==> src/hw/rope_pkg.sv <==
package rope_pkg;

  // ******************************
  // Rope geometry and playfield
  // ******************************

  localparam int N_NODES     = 8;
  localparam int PIX_W       = 12;   // Raw pointer pixels, unsigned
  localparam int FIELD_X_MAX = 639;
  localparam int FIELD_Y_MAX = 479;
  localparam int SEG_LEN     = 16;   // Rest spacing in pixels

  // ******************************
  // Fixed point and queueing
  // ******************************

  localparam int FRAC       = 4;     // Fractional bits of a position
  localparam int COORD_W    = 16;
  localparam int SUM_W      = COORD_W + 2;  // Headroom for prev + 2 cur + next
  localparam int FIFO_DEPTH = 4;
  localparam int DROP_W     = 8;

  typedef logic signed [COORD_W-1:0] coord_t;

  typedef struct packed {
    coord_t x;
    coord_t y;
  } point_t;

  typedef point_t [N_NODES-1:0] frame_t;  // Node 0 is the head

  // Rest position of node idx, x at idx * SEG_LEN pixels and y at zero
  function automatic point_t rest_point(int idx);
    point_t p;
    p.x = coord_t'(idx * SEG_LEN) <<< FRAC;
    p.y = '0;
    return p;
  endfunction

endpackage

==> src/hw/pointer_sampler.sv <==
`timescale 1ns/1ps

module pointer_sampler (
  input  logic                       clk,
  input  logic                       reset,
  input  logic                       ptr_valid,
  input  logic [rope_pkg::PIX_W-1:0] ptr_x,
  input  logic [rope_pkg::PIX_W-1:0] ptr_y,
  output logic                       push,
  output rope_pkg::point_t           push_data
);

  import rope_pkg::*;

  point_t scaled;       // Clamped point in fixed point
  point_t last_target;  // Last point handed to the queue
  logic   fresh;

  // Clamp to the playfield and move into fixed point
  function automatic coord_t to_fixed(logic [PIX_W-1:0] raw, int max_pix);
    logic [PIX_W-1:0] lim;
    coord_t           fixed;
    lim   = (raw > max_pix) ? PIX_W'(max_pix) : raw;
    fixed = coord_t'(lim);
    return fixed <<< FRAC;
  endfunction

  always_comb begin
    scaled.x = to_fixed(ptr_x, FIELD_X_MAX);
    scaled.y = to_fixed(ptr_y, FIELD_Y_MAX);
  end

  assign fresh = (scaled != last_target);

  always_ff @(posedge clk) begin
    if (!reset) begin
      push        <= 1'b0;
      last_target <= rest_point(0);  // Head rest position
    end else begin
      push <= ptr_valid && fresh;
      if (ptr_valid && fresh) begin
        last_target <= scaled;
      end
    end
  end

  // Holds the new target in the cycle push is high
  assign push_data = last_target;

endmodule

==> src/hw/event_fifo.sv <==
`timescale 1ns/1ps

module event_fifo #(
  parameter type payload_t = rope_pkg::point_t,
  parameter int  DEPTH     = rope_pkg::FIFO_DEPTH
) (
  input  logic                        clk,
  input  logic                        reset,
  input  logic                        push,
  input  payload_t                    push_data,
  input  logic                        pop,
  output payload_t                    head_data,
  output logic                        empty,
  output logic [rope_pkg::DROP_W-1:0] drop_count
);

  localparam int PTR_W = $clog2(DEPTH);
  localparam int CNT_W = $clog2(DEPTH + 1);

  payload_t           mem [DEPTH];
  logic [PTR_W-1:0]   wr_ptr;
  logic [PTR_W-1:0]   rd_ptr;
  logic [CNT_W-1:0]   count;
  logic               full;
  logic               wr_en;
  logic               rd_en;

  // Wrap at DEPTH so any depth works
  function automatic logic [PTR_W-1:0] bump(logic [PTR_W-1:0] ptr);
    if (ptr == PTR_W'(DEPTH - 1)) begin
      return '0;
    end
    return ptr + 1'b1;
  endfunction

  assign empty     = (count == '0);
  assign full      = (count == CNT_W'(DEPTH));
  assign wr_en     = push && !full;
  assign rd_en     = pop && !empty;
  assign head_data = mem[rd_ptr];  // First word fall through

  always_ff @(posedge clk) begin
    if (!reset) begin
      wr_ptr     <= '0;
      rd_ptr     <= '0;
      count      <= '0;
      drop_count <= '0;
    end else begin
      if (wr_en) wr_ptr <= bump(wr_ptr);
      if (rd_en) rd_ptr <= bump(rd_ptr);
      case ({wr_en, rd_en})
        2'b10:   count <= count + 1'b1;
        2'b01:   count <= count - 1'b1;
        default: count <= count;
      endcase
      if (push && full && !(&drop_count)) begin
        drop_count <= drop_count + 1'b1;  // Saturating loss counter
      end
    end
  end

  always_ff @(posedge clk) begin
    if (wr_en) begin
      mem[wr_ptr] <= push_data;
    end
  end

endmodule

==> src/hw/rope_relax.sv <==
`timescale 1ns/1ps

module rope_relax (
  input  rope_pkg::point_t prev,
  input  rope_pkg::point_t cur,
  input  rope_pkg::point_t next,
  input  logic             is_tail,
  output rope_pkg::point_t relaxed
);

  import rope_pkg::*;

  // Weighted average of one axis, floor division through arithmetic shift
  function automatic coord_t smooth(coord_t p, coord_t c, coord_t n, logic tail);
    logic signed [SUM_W-1:0] sum;
    logic signed [SUM_W-1:0] avg;
    if (tail) begin
      sum = (SUM_W'(p) + SUM_W'(c)) <<< 1;  // Twice (p + c), same shift below
    end else begin
      sum = SUM_W'(p) + (SUM_W'(c) <<< 1) + SUM_W'(n);
    end
    avg = sum >>> 2;
    return avg[COORD_W-1:0];
  endfunction

  always_comb begin
    relaxed.x = smooth(prev.x, cur.x, next.x, is_tail);
    relaxed.y = smooth(prev.y, cur.y, next.y, is_tail);
  end

endmodule

==> src/hw/rope_core.sv <==
`timescale 1ns/1ps

module rope_core (
  input  logic              clk,
  input  logic              reset,
  input  logic              empty,
  input  rope_pkg::point_t  head_data,
  output logic              pop,
  output logic              frame_valid,
  output rope_pkg::frame_t  frame
);

  import rope_pkg::*;

  frame_t             nodes;       // Current node positions
  frame_t             nodes_next;  // Positions after this cycle's slot
  point_t             relaxed [1:N_NODES-1];
  point_t             target;      // Head target of the running sweep
  logic [N_NODES-1:0] token;       // One hot slot select
  logic [N_NODES-1:0] token_rot;
  logic               idle;

  // ******************************
  // Relaxation per node
  // ******************************

  for (genvar i = 1; i < N_NODES; i++) begin : g_relax
    rope_relax relax_i (
      .prev    (nodes[i-1]),
      .cur     (nodes[i]),
      .next    (nodes[(i == N_NODES-1) ? i : i+1]),  // Tail has no next node
      .is_tail (i == N_NODES-1),
      .relaxed (relaxed[i])
    );
  end

  // ******************************
  // Sweep control
  // ******************************

  assign idle      = !(|token) && !frame_valid;  // Free again after the frame strobe
  assign pop       = idle && !empty;
  assign token_rot = {token[N_NODES-2:0], token[N_NODES-1]};

  // Only the selected slot moves, earlier slots already hold new values
  always_comb begin
    nodes_next = nodes;
    if (token[0]) begin
      nodes_next[0] = target;
    end
    for (int k = 1; k < N_NODES; k++) begin
      if (token[k]) begin
        nodes_next[k] = relaxed[k];
      end
    end
  end

  always_ff @(posedge clk) begin
    if (!reset) begin
      token       <= '0;
      frame_valid <= 1'b0;
      for (int k = 0; k < N_NODES; k++) begin
        nodes[k] <= rest_point(k);  // Straight rope along x
      end
    end else begin
      nodes       <= nodes_next;
      frame_valid <= token[N_NODES-1];  // Last slot done
      if (pop) begin
        token <= N_NODES'(1);
      end else if (token[N_NODES-1]) begin
        token <= '0;  // Sweep ends
      end else begin
        token <= token_rot;
      end
    end
  end

  // ******************************
  // Payload registers
  // ******************************

  always_ff @(posedge clk) begin
    if (pop) begin
      target <= head_data;
    end
    if (token[N_NODES-1]) begin
      frame <= nodes_next;  // Includes the tail written this cycle
    end
  end

endmodule

==> src/hw/rope_top.sv <==
`timescale 1ns/1ps

module rope_top (
  input  logic                        clk,
  input  logic                        reset,
  input  logic                        ptr_valid,
  input  logic [rope_pkg::PIX_W-1:0]  ptr_x,
  input  logic [rope_pkg::PIX_W-1:0]  ptr_y,
  output logic                        frame_valid,
  output rope_pkg::frame_t            frame,
  output logic [rope_pkg::DROP_W-1:0] drop_count
);

  import rope_pkg::*;

  logic   push;
  point_t push_data;
  logic   pop;
  point_t head_data;
  logic   empty;

  pointer_sampler sampler_i (
    .clk       (clk),
    .reset     (reset),
    .ptr_valid (ptr_valid),
    .ptr_x     (ptr_x),
    .ptr_y     (ptr_y),
    .push      (push),
    .push_data (push_data)
  );

  event_fifo #(
    .payload_t (point_t),
    .DEPTH     (FIFO_DEPTH)
  ) fifo_i (
    .clk        (clk),
    .reset      (reset),
    .push       (push),
    .push_data  (push_data),
    .pop        (pop),
    .head_data  (head_data),
    .empty      (empty),
    .drop_count (drop_count)
  );

  rope_core core_i (
    .clk         (clk),
    .reset       (reset),
    .empty       (empty),
    .head_data   (head_data),
    .pop         (pop),
    .frame_valid (frame_valid),
    .frame       (frame)
  );

endmodule

==> config.mk <==
export PLATFORM = sky130hd
export DESIGN_NAME = rope_top
export DESIGN_NICKNAME = d
export VERILOG_FILES = /design/src/hw/rope_pkg.sv /design/src/hw/pointer_sampler.sv /design/src/hw/event_fifo.sv /design/src/hw/rope_relax.sv /design/src/hw/rope_core.sv /design/src/hw/rope_top.sv
export SDC_FILE = /design/constraint.sdc
export NUM_CORES = 2
export LEC_CHECK = 0
export BUFFER_PORTS_ARGS = -buffer_cell sky130_fd_sc_hd__clkbuf_2
export CAP_MARGIN = 30
export CORE_UTILIZATION = 68
export DETAILED_ROUTE_END_ITERATION = 16
export GPL_ROUTABILITY_DRIVEN = 0
export PLACE_DENSITY = 0.87
export SLEW_MARGIN = 20
export SYNTH_ARGS = -nofsm -noshare
export SYNTH_HDL_FRONTEND = slang
export SYNTH_HIERARCHICAL = 1
export SYNTH_SLANG_ARGS = --single-unit
==> constraint.sdc <==
create_clock -name clk -period 21 [get_ports clk]
set_input_delay 3.15 -clock clk [delete_from_list [all_inputs] [get_ports clk]]
set_output_delay 3.15 -clock clk [all_outputs]
set_load 0.01 [all_outputs]
==> impl_metrics.toml <==
[timing]
rsz0062_at_grt = "false"
setup_violations = 0
period_minus_slack_ns = 5.27
fmax_ghz = 0.190
finalCritPeriodShare_pct = 25.1
relSlewSlack_pct = 32.6
clock_skew_ns = 0.0588
setup_tns_ns = 0
slew_violations = 0
worst_pin_slew_ns = 1.01
hold_viol = 0

[clocking]
cts_buffers = 78
cts_buffer_depth = 3
cts_num_sinks = 723
cts_hold_buf = 0
cts_htree_levels = 3
cts_resized = 0
cts_tree = "done"
root_buffer = "clkbuf_16"
clk_latency_ns = 0.66
clkTransAtPathRegs_ns = 0.06
cts_setup_buffers = 0

[synthesis]
yosys.area.top_type = "edfxtp_1"
yosys.area.top_type_share_pct = 23.5
synth-edff-count = 416
seq_area_frac_synth_pct = 35.1
ys.flop_type = "edfxtp_1"
async_flop_share_pct = 0
mappedNetlistArea_um2 = 53100
synth_warnings = 6
synth_most_common_cell = "ha_1"
syn_area_per_cell_um2 = 10.7
synthDistinctLibCells = 116
netlist_instances = 4981
ys_seq_elements = 723
synthTopCellsByArea = "edfxtp_1 (24%), dfxtp_1 (12%), ha_1 (10%)"
synth_common_cells = "ha_1 (427), edfxtp_1 (416), a21oi_1 (314)"

[power]
p_per_area_nw_per_um2 = 59.9
switching_share_pct = 25.3
power.leakage_nw = 26.0
power.switching_w = 0.000886
share_comb_of_total_power_pct = 10.2
clkPwrFrac_pct = 43.9
p_int_w = 0.00261
irDropWorstVdd_mv = 0.0727
p_seq_share_pct = 45.9

[setup_path]
max_stage_delay_ns = 0.78
cp_slowest_cell = "o31ai_4"
critPathBufInv = 1
r2r-start = "core_i/nodes[129]"
worstPathArrival_ns = 5.77
critPathKind = "in -> reg"
crit_path_start_kind = "primary input"
endpoint_kind = "flop"
cp_cell_sequence = "clkbuf_2, or3_1, nor2_1, xor2_1, nand4_1, o31ai_4, a211oi_1"
cp-startpoint = "ptr_y[11]"
critPathTopFamily = "simple AND/OR/NAND/NOR gates"
worstPathRequired_ns = 21.51
critPathMaxFanout = 14

[detailed_routing]
firstDrtPassIters = 9
wl_per_cell_um = 20.6
drc = 0
route.vias.total = 40800
ant_nets = 0
routed_wl_um = 131000
via_per_inst = 6.41
drt_iter0_drc = 3595

[die]
coreArea_um2 = 77300
io_pins = 292
die_height_um = 281
rows = 102
die_x_um = 281
fp.dieArea_um2 = 79200
start_util_pct = 68.7

[layout]
diodes = 0
final_cells = 6371
syn2layout_area_growth_pct = 9.95
drive_gt1_share_pct = 16.3
nNetsFinal = 5972
nFillCells = 4993

[status]
status = "complete, no violations"

[hold_path]
min_path_type = "reg -> reg"
worstHoldStart = "fifo_i/rd_ptr[0]"

[global_route]
grt_max_degree = 100
grt_antenna_before_repair = 2
grt_overflow = 0
gr-usage-met3_pct = 4.18
grt_pass1_vias = 38900
grt_pass1_wl_um = 207000
grt.met1_usage_pct = 43.1
grt_use_total_pct = 32.7
met2_usage_pct = 54.2
busiest_layer = "met2"

[placed_design]
numPortBuffers = 291
hpwl_um = 94000
dp.cells = 6224

[run]
drv_cap = 0
power groups by stage:
stage,combinational [W],sequential (W),clock [W]
2_1_floorplan,0.000265,0.00161,0
3_3_place_gp,0.000316,0.00163,0
3_5_place_dp,0.000330,0.00163,0
4_1_cts,0.000341,0.00160,0.00155
5_1_grt,0.000383,0.00161,0.00160
6_report,0.000356,0.00160,0.00154
worst paths after layout:
path                            slack [ns]  cells after the start                      end
worst max-delay path                 15.73                      7  sampler_i/push_data[21]
worst min-delay path                  0.55                      2                     flop
worst max register to register       16.65                     12        core_i/nodes[111]
worst min register to register        0.55                      2                     flop
through the flow:
stage | instance area, um^2 | utilization (%) | hold WS (ns) | setup slack, ns | total power [W]
after floorplan | 53200 | - | 0.460 | 12.26 | 0.00187
after global placement | 55500 | 71.7 | 0.506 | 15.31 | 0.00194
after detailed placement | 55500 | 71.7 | 0.532 | 15.18 | 0.00196
after CTS | 58400 | 75.5 | 0.545 | 15.84 | 0.00350
after global routing | 58400 | 75.5 | 0.562 | 15.58 | 0.00359
final | 58400 | 75.5 | 0.550 | 15.73 | 0.00350
area by class of cell:
class	count	area (um^2)	area share [%]
Tap cell	1040	1300	2.23
Clock buffer	93	2080	3.56
Sequential cell	723	18600	31.9
Clock inverter	53	810	1.39
Multi-Input combinational cell	3996	33400	57.1
Timing Repair Buffer	309	1600	2.73
Inverter	157	589	1.01
layout by cell type, fill, tap and decap left out, drive strengths merged, types with 56 or more instances in the layout:
cell / instances
dfxtp: 307
nor3: 108
mux2i: 56
ha: 427
a21o: 136
inv: 164
nand2: 254
a211oi: 62
mux2: 271
edfxtp: 416
clkbuf: 383
xnor2: 163
fa: 253
nand3: 72
xor2: 187
a21oi: 320
nor2: 297
and2: 294
o21ai: 245
logic make-up after synthesis:
| kind of cell | share of synthesized area [%] |
|---|---|
| compound gates | 15.6 |
| xor+xnor | 5.77 |
| fa+ha+maj | 19.6 |
| buf+inv | 2.36 |
| flops | 35.1 |
| mux | 8.16 |
| other cells | 0.0212 |
| simple gates | 13.4 |
routing by layer:
layer	routed length, um	vias up	part of all wire, %
met5	13	-	0.0099
met2	62500	1692	48
met3	8970	396	6.8
met4	5900	2	4.5
li1	-	19000	-
met1	53800	19700	41
tightest hold or removal path: cells and delay by family, from the launching register on:
family	cells	cell delay [ns]
AO/OA/AOI/OAI	1	0.12
flip-flops	1	0.33
AND/OR/NAND/NOR	1	0.06
state kept, by name (all words and copies together) (netlist names), 2 cells and up, named ones only:
name,flops
core_i/nodes,256
fifo_i/rd_ptr,2
fifo_i/mem,128
core_i/token,8
core_i/target,32
fifo_i/drop_count,8
fifo_i/wr_ptr,2
core_i/frame,256
fifo_i/count,3
sampler_i/push_data,24
(Power assumes the default switching activity.)
